[config.mk]
export PLATFORM = sky130hd
export DESIGN_NAME = awp_top
export DESIGN_NICKNAME = d
export VERILOG_FILES = /design/src/awp_pkg.sv /design/src/awp_apb_regs.sv /design/src/awp_seq.sv /design/src/awp_norm_stage.sv /design/src/awp_result.sv /design/src/awp_top.sv
export VERILOG_INCLUDE_DIRS = /design/src
export SDC_FILE = /design/constraint.sdc
export NUM_CORES = 1
export LEC_CHECK = 0
export BUFFER_PORTS_ARGS = -buffer_cell sky130_fd_sc_hd__buf_2
export CAP_MARGIN = 40
export CORE_UTILIZATION = 35
export CTS_BUF_LIST = sky130_fd_sc_hd__clkbuf_8
export CTS_CLUSTER_DIAMETER = 150
export DETAILED_ROUTE_END_ITERATION = 16
export PLACE_DENSITY_LB_ADDON = 0.08
export SYNTH_ARGS = -nofsm -noshare
export SYNTH_HDL_FRONTEND = slang
export SYNTH_HIERARCHICAL = 1
export SYNTH_SLANG_ARGS = --single-unit
[constraint.sdc]
create_clock -name got_fp -period 7.2 [get_ports got_fp]
set_input_delay 1.08 -clock got_fp [delete_from_list [all_inputs] [get_ports got_fp]]
set_output_delay 1.08 -clock got_fp [all_outputs]
set_load 0.02 [all_outputs]
[src/awp_macros.svh]
// width and stage count definitions for the normalizing unit
// plus the APB register byte addresses
`ifndef AWP_MACROS_SVH
`define AWP_MACROS_SVH

// datapath widths
`define AWP_MANT_W 32
`define AWP_EXP_W 8
// working exponent, wide enough that no range error can wrap
`define AWP_WEXP_W 10

// stage i shifts by 2**(stages-1-i)
`define AWP_NORM_STAGES 5

// APB side
`define AWP_ADDR_W 5
`define AWP_DATA_W 32

// register byte addresses
`define AWP_REG_MANT_A 5'h00
`define AWP_REG_MANT_B 5'h04
`define AWP_REG_EXP_A 5'h08
`define AWP_REG_EXP_B 5'h0C
`define AWP_REG_CMD 5'h10
`define AWP_REG_STATUS 5'h14
`define AWP_REG_RES_MANT 5'h18
`define AWP_REG_RES_EXP 5'h1C

`endif

[src/awp_pkg.sv]
// shared types of the normalizing unit
// operands, command, job, flags, result and sequencer states
`default_nettype none
`include "awp_macros.svh"

package awp_pkg;

	// ----------------------------------------------------------------------
	// plain vectors
	typedef logic signed [`AWP_MANT_W-1:0] awp_mant_t;
	typedef logic signed [`AWP_EXP_W-1:0] awp_exp_t;
	typedef logic signed [`AWP_WEXP_W-1:0] awp_wexp_t;

	// command code, bit 0 of the CMD write
	typedef enum logic {
		NRF = 1'b0,
		AD = 1'b1
	} awp_op_e;

	// ----------------------------------------------------------------------
	// bundles
	typedef struct packed {
		awp_op_e op;
		awp_mant_t mant_a;
		awp_mant_t mant_b;
		awp_exp_t exp_a;
		awp_exp_t exp_b;
	} awp_cmd_t;

	// one job in flight through the stage chain
	typedef struct packed {
		logic valid;
		awp_mant_t mant;
		awp_wexp_t wexp;
	} awp_job_t;

	typedef struct packed {
		logic zero;
		logic underflow;
		logic overflow;
	} awp_flags_t;

	typedef struct packed {
		awp_mant_t mant;
		awp_exp_t exp;
		awp_flags_t flags;
	} awp_res_t;

	typedef enum logic [2:0] {
		IDLE,
		ALIGN,
		ADD,
		ISSUE,
		WAIT
	} awp_seq_state_e;

endpackage

`default_nettype wire

[src/awp_apb_regs.sv]
// APB slave register file: operands, command launch, result latch,
// status bits and the completion interrupt
`timescale 1ns/1ns
`default_nettype none
`include "awp_macros.svh"

module awp_apb_regs (
	input  logic                   got_fp,
	input  logic                   _0_f,
	input  logic [`AWP_ADDR_W-1:0] paddr,
	input  logic                   psel,
	input  logic                   penable,
	input  logic                   pwrite,
	input  logic [`AWP_DATA_W-1:0] pwdata,
	output logic [`AWP_DATA_W-1:0] prdata,
	output logic                   pready,
	output logic                   pslverr,
	input  logic                   busy,
	input  awp_pkg::awp_res_t      result,
	input  logic                   done,
	output awp_pkg::awp_cmd_t      cmd,
	output logic                   start,
	output logic                   irq
);

	localparam int EXP_PAD = `AWP_DATA_W - `AWP_EXP_W;

	awp_pkg::awp_mant_t mant_a_q;
	awp_pkg::awp_mant_t mant_b_q;
	awp_pkg::awp_exp_t exp_a_q;
	awp_pkg::awp_exp_t exp_b_q;
	awp_pkg::awp_res_t res_q;
	logic done_q;
	logic access;
	logic bad_addr;
	logic ro_write;
	logic busy_cmd;
	logic wr_ok;
	logic rd_status;

	// ----------------------------------------------------------------------
	// decode, no wait states
	assign pready = 1'b1;
	assign access = psel & penable;
	assign bad_addr = paddr > `AWP_REG_RES_EXP;
	assign ro_write = pwrite & ((paddr == `AWP_REG_STATUS) | (paddr == `AWP_REG_RES_MANT) |
		(paddr == `AWP_REG_RES_EXP));
	assign busy_cmd = pwrite & (paddr == `AWP_REG_CMD) & busy;
	assign pslverr = access & (bad_addr | ro_write | busy_cmd);
	assign wr_ok = access & pwrite & ~pslverr;
	assign start = wr_ok & (paddr == `AWP_REG_CMD);
	assign rd_status = access & ~pwrite & (paddr == `AWP_REG_STATUS);

	// operand registers
	always_ff @(posedge got_fp) begin
		if (wr_ok) begin
			case (paddr)
				`AWP_REG_MANT_A: mant_a_q <= pwdata;
				`AWP_REG_MANT_B: mant_b_q <= pwdata;
				`AWP_REG_EXP_A: exp_a_q <= pwdata[`AWP_EXP_W-1:0];
				`AWP_REG_EXP_B: exp_b_q <= pwdata[`AWP_EXP_W-1:0];
				default: ;
			endcase
		end
	end

	// op comes straight from the CMD write data
	always_comb begin
		cmd.op = pwdata[0] ? awp_pkg::AD : awp_pkg::NRF;
		cmd.mant_a = mant_a_q;
		cmd.mant_b = mant_b_q;
		cmd.exp_a = exp_a_q;
		cmd.exp_b = exp_b_q;
	end

	// ----------------------------------------------------------------------
	// result latch, done and irq
	always_ff @(posedge got_fp or posedge _0_f) begin
		if (_0_f) begin
			res_q <= '0;
			done_q <= 1'b0;
			irq <= 1'b0;
		end else begin
			if (done)
				res_q <= result;
			if (done)
				done_q <= 1'b1;
			else if (start)
				done_q <= 1'b0;
			// set wins over a STATUS read in the same cycle
			if (done)
				irq <= 1'b1;
			else if (start | rd_status)
				irq <= 1'b0;
		end
	end

	always_comb begin
		prdata = '0;
		if (psel & ~pwrite) begin
			case (paddr)
				`AWP_REG_MANT_A: prdata = mant_a_q;
				`AWP_REG_MANT_B: prdata = mant_b_q;
				`AWP_REG_EXP_A: prdata = {{EXP_PAD{1'b0}}, exp_a_q};
				`AWP_REG_EXP_B: prdata = {{EXP_PAD{1'b0}}, exp_b_q};
				`AWP_REG_STATUS: prdata = {25'd0, res_q.flags.overflow,
					res_q.flags.underflow, res_q.flags.zero, 2'b00, done_q, busy};
				`AWP_REG_RES_MANT: prdata = res_q.mant;
				`AWP_REG_RES_EXP: prdata = {{EXP_PAD{1'b0}}, res_q.exp};
				default: prdata = '0;
			endcase
		end
	end

	// an accepted command always finds the sequencer idle and makes it busy
	a_no_start_busy: assert property (@(posedge got_fp) disable iff (_0_f)
		busy |-> !start);
	a_start_busy: assert property (@(posedge got_fp) disable iff (_0_f)
		start |=> busy);

endmodule

`default_nettype wire

[src/awp_seq.sv]
// control sequencer: exponent compare, alignment shift, widened add
// with overflow correction, job issue to the stage chain
`timescale 1ns/1ns
`default_nettype none
`include "awp_macros.svh"

module awp_seq (
	input  logic              got_fp,
	input  logic              _0_f,
	input  awp_pkg::awp_cmd_t cmd,
	input  logic              start,
	input  logic              done,
	output awp_pkg::awp_job_t job,
	output logic              busy
);

	localparam int SH_W = $clog2(`AWP_MANT_W);
	localparam int SH_MAX = `AWP_MANT_W - 1;
	localparam int EXT_W = `AWP_WEXP_W - `AWP_EXP_W;

	awp_pkg::awp_seq_state_e state;
	awp_pkg::awp_mant_t a_q;
	awp_pkg::awp_mant_t b_q;
	awp_pkg::awp_mant_t res_mant_q;
	awp_pkg::awp_exp_t ea_q;
	awp_pkg::awp_exp_t eb_q;
	awp_pkg::awp_wexp_t res_wexp_q;
	awp_pkg::awp_wexp_t ea_ext;
	logic job_valid_q;

	logic [`AWP_EXP_W:0] diff;
	logic [`AWP_EXP_W:0] diff_mag;
	logic [SH_W-1:0] sh_amt;
	logic a_smaller;
	logic [`AWP_MANT_W:0] sum;
	logic sum_ovf;

	// ----------------------------------------------------------------------
	// align and add datapath
	always_comb begin
		diff = {ea_q[`AWP_EXP_W-1], ea_q} - {eb_q[`AWP_EXP_W-1], eb_q};
		a_smaller = diff[`AWP_EXP_W];
		diff_mag = a_smaller ? -diff : diff;
		// beyond 31 only sign bits remain
		if (diff_mag > SH_MAX)
			sh_amt = SH_W'(SH_MAX);
		else
			sh_amt = diff_mag[SH_W-1:0];
		sum = {a_q[`AWP_MANT_W-1], a_q} + {b_q[`AWP_MANT_W-1], b_q};
		sum_ovf = sum[`AWP_MANT_W] ^ sum[`AWP_MANT_W-1];
		ea_ext = {{EXT_W{ea_q[`AWP_EXP_W-1]}}, ea_q};
	end

	// ----------------------------------------------------------------------
	// FSM
	always_ff @(posedge got_fp or posedge _0_f) begin
		if (_0_f) begin
			state <= awp_pkg::IDLE;
			job_valid_q <= 1'b0;
		end else begin
			job_valid_q <= (state == awp_pkg::ISSUE);
			case (state)
				awp_pkg::IDLE:
					if (start)
						state <= (cmd.op == awp_pkg::AD) ? awp_pkg::ALIGN : awp_pkg::ISSUE;
				awp_pkg::ALIGN: state <= awp_pkg::ADD;
				awp_pkg::ADD: state <= awp_pkg::ISSUE;
				awp_pkg::ISSUE: state <= awp_pkg::WAIT;
				awp_pkg::WAIT:
					if (done)
						state <= awp_pkg::IDLE;
				default: state <= awp_pkg::IDLE;
			endcase
		end
	end

	// operands and job payload
	always_ff @(posedge got_fp) begin
		case (state)
			awp_pkg::IDLE:
				if (start) begin
					a_q <= cmd.mant_a;
					b_q <= cmd.mant_b;
					ea_q <= cmd.exp_a;
					eb_q <= cmd.exp_b;
					// NRF goes out as given
					res_mant_q <= cmd.mant_a;
					res_wexp_q <= {{EXT_W{cmd.exp_a[`AWP_EXP_W-1]}}, cmd.exp_a};
				end
			awp_pkg::ALIGN:
				if (a_smaller) begin
					a_q <= a_q >>> sh_amt;
					ea_q <= eb_q;
				end else begin
					b_q <= b_q >>> sh_amt;
				end
			awp_pkg::ADD:
				if (sum_ovf) begin
					res_mant_q <= sum[`AWP_MANT_W:1];
					res_wexp_q <= ea_ext + 1'b1;
				end else begin
					res_mant_q <= sum[`AWP_MANT_W-1:0];
					res_wexp_q <= ea_ext;
				end
			default: ;
		endcase
	end

	// payload holds still from ISSUE until the next start
	assign job = '{valid: job_valid_q, mant: res_mant_q, wexp: res_wexp_q};
	assign busy = (state != awp_pkg::IDLE);

	a_job_pulse: assert property (@(posedge got_fp) disable iff (_0_f)
		job.valid |=> !job.valid);
	a_start_idle: assert property (@(posedge got_fp) disable iff (_0_f)
		start |-> state == awp_pkg::IDLE);

endmodule

`default_nettype wire

[src/awp_norm_stage.sv]
// one registered normalizing shift stage
// shifts left by SHIFT when the top SHIFT+1 bits are all sign
`timescale 1ns/1ns
`default_nettype none
`include "awp_macros.svh"

module awp_norm_stage #(
	parameter int SHIFT = 1
) (
	input  logic              got_fp,
	input  logic              _0_f,
	input  awp_pkg::awp_job_t job_in,
	output awp_pkg::awp_job_t job_out
);

	localparam int MSB = `AWP_MANT_W - 1;

	logic [SHIFT:0] top;
	logic do_shift;
	logic valid_q;
	awp_pkg::awp_mant_t mant_q;
	awp_pkg::awp_wexp_t wexp_q;

	// sign run test, zero is left alone
	assign top = job_in.mant[MSB -: SHIFT+1];
	assign do_shift = (job_in.mant != '0) && ((top == '0) || (top == '1));

	always_ff @(posedge got_fp or posedge _0_f) begin
		if (_0_f)
			valid_q <= 1'b0;
		else
			valid_q <= job_in.valid;
	end

	always_ff @(posedge got_fp) begin
		if (do_shift) begin
			mant_q <= job_in.mant << SHIFT;
			wexp_q <= job_in.wexp - awp_pkg::awp_wexp_t'(SHIFT);
		end else begin
			mant_q <= job_in.mant;
			wexp_q <= job_in.wexp;
		end
	end

	assign job_out = '{valid: valid_q, mant: mant_q, wexp: wexp_q};

	// exponent drops by at most this stage's amount
	// and no significant bit is pushed out over the sign
	a_wexp_step: assert property (@(posedge got_fp) disable iff (_0_f)
		job_in.valid |=> job_out.valid &&
		($signed(job_out.wexp) >= $signed($past(job_in.wexp)) - SHIFT) &&
		(job_out.mant[MSB] == $past(job_in.mant[MSB])));

endmodule

`default_nettype wire

[src/awp_result.sv]
// result collector: exponent range check, flag forming, done pulse
`timescale 1ns/1ns
`default_nettype none
`include "awp_macros.svh"

module awp_result (
	input  logic              got_fp,
	input  logic              _0_f,
	input  awp_pkg::awp_job_t job,
	output awp_pkg::awp_res_t result,
	output logic              done
);

	localparam int EXP_MAX = (1 << (`AWP_EXP_W - 1)) - 1;
	localparam int EXP_MIN = -(1 << (`AWP_EXP_W - 1));

	awp_pkg::awp_res_t res_c;
	awp_pkg::awp_res_t res_q;
	logic done_q;

	// ----------------------------------------------------------------------
	// range check on the working exponent
	always_comb begin
		res_c.mant = job.mant;
		res_c.exp = job.wexp[`AWP_EXP_W-1:0];
		res_c.flags = '0;
		if (job.mant == '0) begin
			res_c.exp = '0;
			res_c.flags.zero = 1'b1;
		end else if ($signed(job.wexp) < EXP_MIN) begin
			// too small to represent, flush to zero
			res_c.mant = '0;
			res_c.exp = '0;
			res_c.flags.zero = 1'b1;
			res_c.flags.underflow = 1'b1;
		end else if ($signed(job.wexp) > EXP_MAX) begin
			// exponent keeps its low bits
			res_c.flags.overflow = 1'b1;
		end
	end

	always_ff @(posedge got_fp or posedge _0_f) begin
		if (_0_f)
			done_q <= 1'b0;
		else
			done_q <= job.valid;
	end

	always_ff @(posedge got_fp) begin
		res_q <= res_c;
	end

	assign result = res_q;
	assign done = done_q;

	// the chain must leave any nonzero mantissa normalized
	a_normalized: assert property (@(posedge got_fp) disable iff (_0_f)
		done && (result.mant != '0) && !result.flags.overflow |->
		result.mant[`AWP_MANT_W-1] != result.mant[`AWP_MANT_W-2]);

endmodule

`default_nettype wire

[src/awp_top.sv]
// top level of the normalizing unit: register file, sequencer,
// chain of shift stages and result collector
`timescale 1ns/1ns
`default_nettype none
`include "awp_macros.svh"

module awp_top (
	input  logic                   got_fp,
	input  logic                   _0_f,
	input  logic [`AWP_ADDR_W-1:0] paddr,
	input  logic                   psel,
	input  logic                   penable,
	input  logic                   pwrite,
	input  logic [`AWP_DATA_W-1:0] pwdata,
	output logic [`AWP_DATA_W-1:0] prdata,
	output logic                   pready,
	output logic                   pslverr,
	output logic                   irq
);

	awp_pkg::awp_cmd_t cmd;
	awp_pkg::awp_res_t result;
	logic start;
	logic busy;
	logic done;

	// chain[0] from the sequencer, chain[last] to the collector
	awp_pkg::awp_job_t chain [`AWP_NORM_STAGES+1];

	awp_apb_regs u_regs (
		.got_fp  (got_fp),
		._0_f    (_0_f),
		.paddr   (paddr),
		.psel    (psel),
		.penable (penable),
		.pwrite  (pwrite),
		.pwdata  (pwdata),
		.prdata  (prdata),
		.pready  (pready),
		.pslverr (pslverr),
		.busy    (busy),
		.result  (result),
		.done    (done),
		.cmd     (cmd),
		.start   (start),
		.irq     (irq)
	);

	awp_seq u_seq (
		.got_fp (got_fp),
		._0_f   (_0_f),
		.cmd    (cmd),
		.start  (start),
		.done   (done),
		.job    (chain[0]),
		.busy   (busy)
	);

	// ----------------------------------------------------------------------
	// shift amounts 16, 8, 4, 2, 1
	for (genvar i = 0; i < `AWP_NORM_STAGES; i++) begin : g_stage
		awp_norm_stage #(
			.SHIFT (1 << (`AWP_NORM_STAGES - 1 - i))
		) u_stage (
			.got_fp  (got_fp),
			._0_f    (_0_f),
			.job_in  (chain[i]),
			.job_out (chain[i+1])
		);
	end

	awp_result u_result (
		.got_fp (got_fp),
		._0_f   (_0_f),
		.job    (chain[`AWP_NORM_STAGES]),
		.result (result),
		.done   (done)
	);

endmodule

`default_nettype wire

* Word level (Yosys, flattened, before mapping)
Index checks and enable logic that the tools add are counted.
Word-level totals: flip-flop bits (word level) 510, bits in latches 0, memory bits (writable) 0, bits in read-only memories 0, input bits 42, output and inout bits 35, memories kept 0
Operators by class: add/sub/neg operators 9, $mul 0, divide/modulo/power cells 0, $lt $le $gt $ge 4, equality and inequality tests 20, shifts and indexed selects 2, mux-type cells 40, bitwise operators 19, reduce and logical (&&, ||, !) cells 38
Operators by type and width (count):
- $mux W32 | 12
- $pmux W32 S7 | 1
- $pmux W32 S2 | 3
- $reduce_bool A32 Y1 | 5
- $mux W10 | 7
- $sshr A32 B5 Y32 | 2
- $mux W42 | 1
- $add A32 B32 Y33 | 1
- $logic_not A32 Y1 | 1
- $eq A5 B5 Y1 const B | 5
- $pmux W10 S2 | 1
- $eq A17 B17 Y1 const B | 1
- $logic_not A17 Y1 | 1
- $mux W8 | 2
- $pmux W8 S2 | 1
- $pmux W3 S5 | 1
- $reduce_and A2 Y1 | 7
- $and A1 B1 Y1 | 11
- $eq A5 B4 Y1 const B | 2
- $gt A10 B8 Y1 const B | 1
- $logic_not A5 Y1 | 2
- $lt A10 B8 Y1 const B | 1
- $sub A10 B2 Y10 const B | 1
- $sub A10 B3 Y10 const B | 1
- 33 further kinds | 61

* Longest topological paths before layout
depth after elaboration 13, gate-level depth with buffers 20, depth with buffers taken out 20

* By module
The synthesis kept the hierarchy.
By module, submodules not included:
- awp_seq | instances 1, cells an instance 1442, area each 12379.4 um^2
- awp_apb_regs | instances 1, cells an instance 348, area each 5311.3 um^2
- awp_norm_stage at g_stage[3].u_stage | instances 1, cells an instance 118, area each 1635.3 um^2
- awp_norm_stage at g_stage[4].u_stage | instances 1, cells an instance 128, area each 1604.0 um^2
- awp_norm_stage at g_stage[1].u_stage | instances 1, cells an instance 122, area each 1516.5 um^2
- awp_norm_stage at g_stage[2].u_stage | instances 1, cells an instance 121, area each 1515.2 um^2
- awp_norm_stage at g_stage[0].u_stage | instances 1, cells an instance 119, area each 1470.2 um^2
- awp_result | instances 1, cells an instance 106, area each 1280.0 um^2

* Worst setup path after synthesis
No wires, ideal clock.
kind reg-to-reg, start reg u_seq.ea_q[0], end reg u_seq.a_q[0] (enable), library setup time 0.303 ns, arrival 5.135 ns, required time 6.897 ns, path slack 1.762 ns, cell stages (with the launch flop) 10, buffers on the path 0, clock period less this slack 5.438 ns, cell sequence edfxtp_1 inv_1 ha_1 inv_1 fa_1 a211o_1 a2111o_1 a31o_1 o21ai_0 o21a_1
On the way: word-level cells in the longest chain between the ends 3
Ends and longest elaborated chain:
- start: declaration | line awp_seq.sv:25 | awp_pkg::awp_exp_t ea_q;
- start signal: assignment | line awp_seq.sv:84 | ea_q <= cmd.exp_a;
- start signal: assignment | line awp_seq.sv:93 | ea_q <= eb_q;
- $sub A8 B8 Y9 | line awp_seq.sv:41 | diff = {ea_q[`AWP_EXP_W-1], ea_q} - {eb_q[`AWP_EXP_W-1], eb_q};
- $ne A2 B1 Y1 (no source line)
- $reduce_and A3 Y1 (no source line)
- end signal: assignment | line awp_seq.sv:82 | a_q <= cmd.mant_a;
- end signal: assignment | line awp_seq.sv:92 | a_q <= a_q >>> sh_amt;
- end: declaration | line awp_seq.sv:22 | awp_pkg::awp_mant_t a_q;
No other way between the ends. A chain may end at the register's enable or synchronous reset.

* Final worst setup path
start reg u_seq.ea_q[0], end reg u_seq.a_q[16] (data pin)
On the way: word-level cells in the longest chain between the ends 8
Ends and longest elaborated chain:
- $sub A8 B8 Y9 * | line awp_seq.sv:41
- $neg A9 Y9 | line awp_seq.sv:43 | diff_mag = a_smaller ? -diff : diff;
- $mux W9 * | line awp_seq.sv:43
- $gt A9 B5 Y1 | line awp_seq.sv:45 | if (diff_mag > SH_MAX)
- $mux W5 * | line awp_seq.sv:45
- $sshr A32 B5 Y32 * | line awp_seq.sv:92
- $mux W32 * | line awp_seq.sv:91 | if (a_smaller) begin
- $pmux W32 S2 * | line awp_seq.sv:79 | case (state)
Mark *: on every way between the ends. The rest lies on a longest branch, timed or not. The select of a mux whose other input is x is not followed.

==> reports/qor_table.md <==
| Stage | Item | This run |
|:---|:---|:---|
| clock network | Cts repair resizes | 0 |
| final layout | Synthesis-to-finish area growth | 11.6% |
| sta | Worst Skew | 0.0515 ns |
| sta | Final-layout setup total negative slack | 0 ns |
| clock network | Maximum clock insertion buffer count | 3 |
| clock network | Clk Tree Root Cell | sky130_fd_sc_hd__clkbuf_8 |
| floorplan | # rows | 100 |
| placement | Gp weighted congestion | 0.973 |
| global routing | Overall routing resource usage | 27.3% |
| clock network | CTS tree | done |
| clock network | Number of setup buffers added after CTS | 0 |
| final layout | Most common cell after layout, fill and taps aside | sky130_fd_sc_hd__dfxtp_1 |
| worst setup path | Critical-path maximum fanout | 34 |
| synthesis | Post-Synthesis Mean Instance Area | 10.7 sq um |
| placement | DPL Wire Length | 80.0 mm |
| sta | Max Clk Rate | 169 MHz |
| synthesis | Sequential fraction of the synthesis area | 46.7% |
| floorplan | Height of the die | 278 um |
| synthesis | Most frequently used flop master after synthesis | sky130_fd_sc_hd__dfxtp_1 |
| sta | Worst relative slew slack | 38.2% |
| worst setup path | Required @ worst endpoint | 7.64 ns |
| global routing | Antenna violations before repair | 11 |
| global routing | Met2 track demand over resource | 43.4% |
| power | Peak supply drop | 0.137 mV |
| floorplan | Area inside the core boundary | 74900 sq um |
| synthesis | Count of state elements after synthesis | 509 |
| sta | Ratio of final minimum period to clock period | 82.1% |
| global routing | GRT overflow | 0 |
| final layout | Post-layout nets | 2650 |
| drt | Vias per cell | 5.93 |
| synthesis | Number of instances in the synthesized netlist | 2504 |
| worst setup path | CP Capture Type | flop |
| final layout | Fraction of layout instances using a drive strength above 1 | 20.5% |
| sta | Final setup violation count | 0 |
| global routing | Vias in the first global route | 21.2k |
| global routing | Met3 demand-to-capacity share in global routing | 4.98% |
| power | Leak Pwr | 11.5 nW |
| drt | Post-detailed-routing wire length | 107 mm |
| final layout | Number of filler instances in the final layout | 7342 |
| clock network | Number of buffers added by the clock tree synthesis step | 92 |
| clock network | Num Clock Sinks | 509 |
| synthesis | Synth Warn # | 6 |
| floorplan | Width of the die | 278 um |
| min path | Type of the most critical hold path | in2async |
| floorplan | Number of top-level pins | 77 |
| synthesis | Fraction of synthesis flops using an asynchronous set or reset pin | 10.8% |
| clock network | CTS HTree Levels | 3 |
| floorplan | DIE AREA | 77400 sq um |
| global routing | Pin count of the biggest net entering global routing | 64 |
| placement | Post-Place Cells | 3431 |
| run | Maximum Capacitance Violations | 0 |
| placement | Number of port buffers | 75 |
| synthesis | Number of nets produced by synthesis | 2598 |
| clock network | Insertion delay to the later sink of the worst-skew pair | 0.74 ns |
| drt | Final routed wire length divided by cell count | 29.7 um |
| synthesis | Number of library cell types mapped by synthesis | 131 |
| drt | Initial DRC count | 2017 |
| global routing | Global-route met1 utilization | 34.3% |
| sta | Unrepaired setup endpoints after global routing | false |
| drt | First drt pass iteration count | 7 |
| sta | Min cycle time layout | 5.91 ns |
| worst setup path | Worst Path Class, Setup | reg2reg |
| global routing | Busiest metal layer after global routing | met2 |
| synthesis | Netlist area before placement | 26700 sq um |
| final layout | Final cell count without fillers | 3606 |
| worst setup path | Crit path arrival time | 6.36 ns |
| global routing | First-pass GRT wire length | 153 mm |
| clock network | Clock input transition at the sequential cells of the worst setup and hold paths | 0.06 ns |
| synthesis | Count of flip-flops with a built-in enable after synthesis | 201 |
| clock network | Cts hold-fix bufs | 0 |
| final layout | Highest-count cells in the layout ignoring fill and taps | sky130_fd_sc_hd__dfxtp_1 (253), sky130_fd_sc_hd__edfxtp_1 (201), sky130_fd_sc_hd__nand2_1 (191) |
| drt | Number of nets still failing antenna checks after routing | 0 |
| power | Pwr Total | 11.8 mW |
| drt | Via Count | 21.4k |
| floorplan | Starting density of the core | 35.6% |
| run status | Outcome | finished clean |
| sta | Max Transition Viols Final | 0 |
| worst setup path | Crit path launch type | flop |
| power | Power density cells | 395 nW/um^2 |
| sta | Worst-Margin Slew | 0.925 ns |
| drt | DRC violation count after routing | 0 |
| sta | Number of hold violations in the final report | 0 |
[worst max-delay path: stages (launching register included)]
cell and delay [ns]:
sky130_fd_sc_hd__edfxtp_1 0.50, sky130_fd_sc_hd__inv_1 0.15, sky130_fd_sc_hd__ha_4 0.14, sky130_fd_sc_hd__inv_1 0.04
sky130_fd_sc_hd__fa_1 0.42, sky130_fd_sc_hd__xnor2_1 0.45, sky130_fd_sc_hd__nand3_1 0.16, sky130_fd_sc_hd__a21oi_1 0.44
sky130_fd_sc_hd__a31oi_1 0.31, sky130_fd_sc_hd__nor4_4 0.61, sky130_fd_sc_hd__or2_2 0.79, sky130_fd_sc_hd__buf_4 0.45
sky130_fd_sc_hd__a21oi_1 0.10, sky130_fd_sc_hd__a22oi_1 0.45, sky130_fd_sc_hd__mux2i_1 0.21, sky130_fd_sc_hd__a221o_1 0.41
[through the flow]
step	cell area [sq um]	setup slack (ns)	hold WS, ns	util (%)
2_1_floorplan	26700	1.76	0.310	-
3_3_place_gp	27700	1.32	0.312	36.9
3_5_place_dp	27900	1.43	0.318	37.2
4_1_cts	29800	1.39	0.222	39.8
5_1_grt	29800	1.01	0.236	39.8
6_report	29800	1.29	0.290	39.8
[cell type report]
type / count / area (sq um) / share of cell area, %
diodes: 2 / 5.00 / 0.0168
clock buffers: 107 / 1470 / 4.94
clock inverters: 66 / 434 / 1.46
inverters: 75 / 282 / 0.944
multi-input cells: 1754 / 13000 / 43.7
flip-flops and latches: 509 / 12500 / 41.9
well taps: 969 / 1210 / 4.07
repair buffers: 124 / 891 / 2.99
[synth_stat cells, types with 48 or more instances]
| library cell | n | area [sq um] |
|---|---|---|
| sky130_fd_sc_hd__a21oi_1 | 122 | 611 |
| sky130_fd_sc_hd__and2_1 | 48 | 300 |
| sky130_fd_sc_hd__dfrtp_1 | 55 | 1380 |
| sky130_fd_sc_hd__inv_1 | 75 | 282 |
| sky130_fd_sc_hd__mux2_2 | 115 | 1290 |
| sky130_fd_sc_hd__nand2_1 | 193 | 724 |
| sky130_fd_sc_hd__dfxtp_1 | 253 | 5060 |
| sky130_fd_sc_hd__nor4_1 | 48 | 300 |
| sky130_fd_sc_hd__ha_1 | 50 | 626 |
| sky130_fd_sc_hd__clkbuf_1 | 59 | 221 |
| sky130_fd_sc_hd__nor2_1 | 109 | 409 |
| sky130_fd_sc_hd__mux2i_1 | 84 | 841 |
| sky130_fd_sc_hd__edfxtp_1 | 201 | 6040 |
| sky130_fd_sc_hd__nand3_1 | 112 | 561 |
| sky130_fd_sc_hd__o21ai_0 | 90 | 450 |
| sky130_fd_sc_hd__o211ai_1 | 58 | 435 |
[path summary, 6_finish.rpt]
path | endpoint | slack (ns) | depth (start not counted) | start
worst max-delay path | u_seq/a_q[16] | 1.29 | 15 | u_seq/ea_q[0]
worst min-delay path | g_stage[2].u_stage/valid_q | 0.29 | 2 | _0_f
worst max register to register | u_seq/a_q[16] | 1.29 | 15 | u_seq/ea_q[0]
worst min register to register | g_stage[1].u_stage/wexp_q[0] | 0.33 | 0 | g_stage[0].u_stage/wexp_q[0]
max in group asynchronous | u_regs/res_q[28] | 6.11 | 3 | _0_f
min in group got_fp | g_stage[1].u_stage/wexp_q[0] | 0.33 | 0 | g_stage[0].u_stage/wexp_q[0]
[where the power goes]
part	switching (mW)	total [mW]	internal (mW)	leakage, nW
Combinational	2.11	3.80	1.69	5.80
Sequential	1.01	5.17	4.15	4.66
Clock	1.32	2.81	1.49	1.09
[sequential cells by signal (all words and copies together) (netlist names), 9 cells and up]
register	cells
g_stage.u_stage/mant_q	160
g_stage.u_stage/wexp_q	50
u_regs/res_q	43
u_result/result	43
u_regs/mant_a_q	32
u_regs/mant_b_q	32
u_seq/a_q	32
u_seq/b_q	32
u_seq/res_mant_q	32
u_seq/res_wexp_q	9
[layer usage]
layer / part of all wire (%) / up-vias
li1: - / 9573
met1: 41 / 10500
met2: 46 / 992
met3: 6.8 / 267
met4: 6.6 / 10
met5: 0.058 / -
[cells by family (layout without fill, tap and decap cells)]
kind of cell / count (synthesis) / in the layout / share of synthesized area [%]
AND/OR/NAND/NOR: 728 / 728 / 14.4
flip-flops: 509 / 509 / 46.7
multiplexers: 268 / 268 / 11.7
other: 1 / 3 / 0.0140
AO/OA/AOI/OAI: 636 / 636 / 17.6
adder cells (fa/ha/maj): 52 / 52 / 2.49
buffers and inverters: 241 / 372 / 4.71
XOR/XNOR: 69 / 69 / 2.35
No activity file was read; power rests on OpenSTA's default activity.
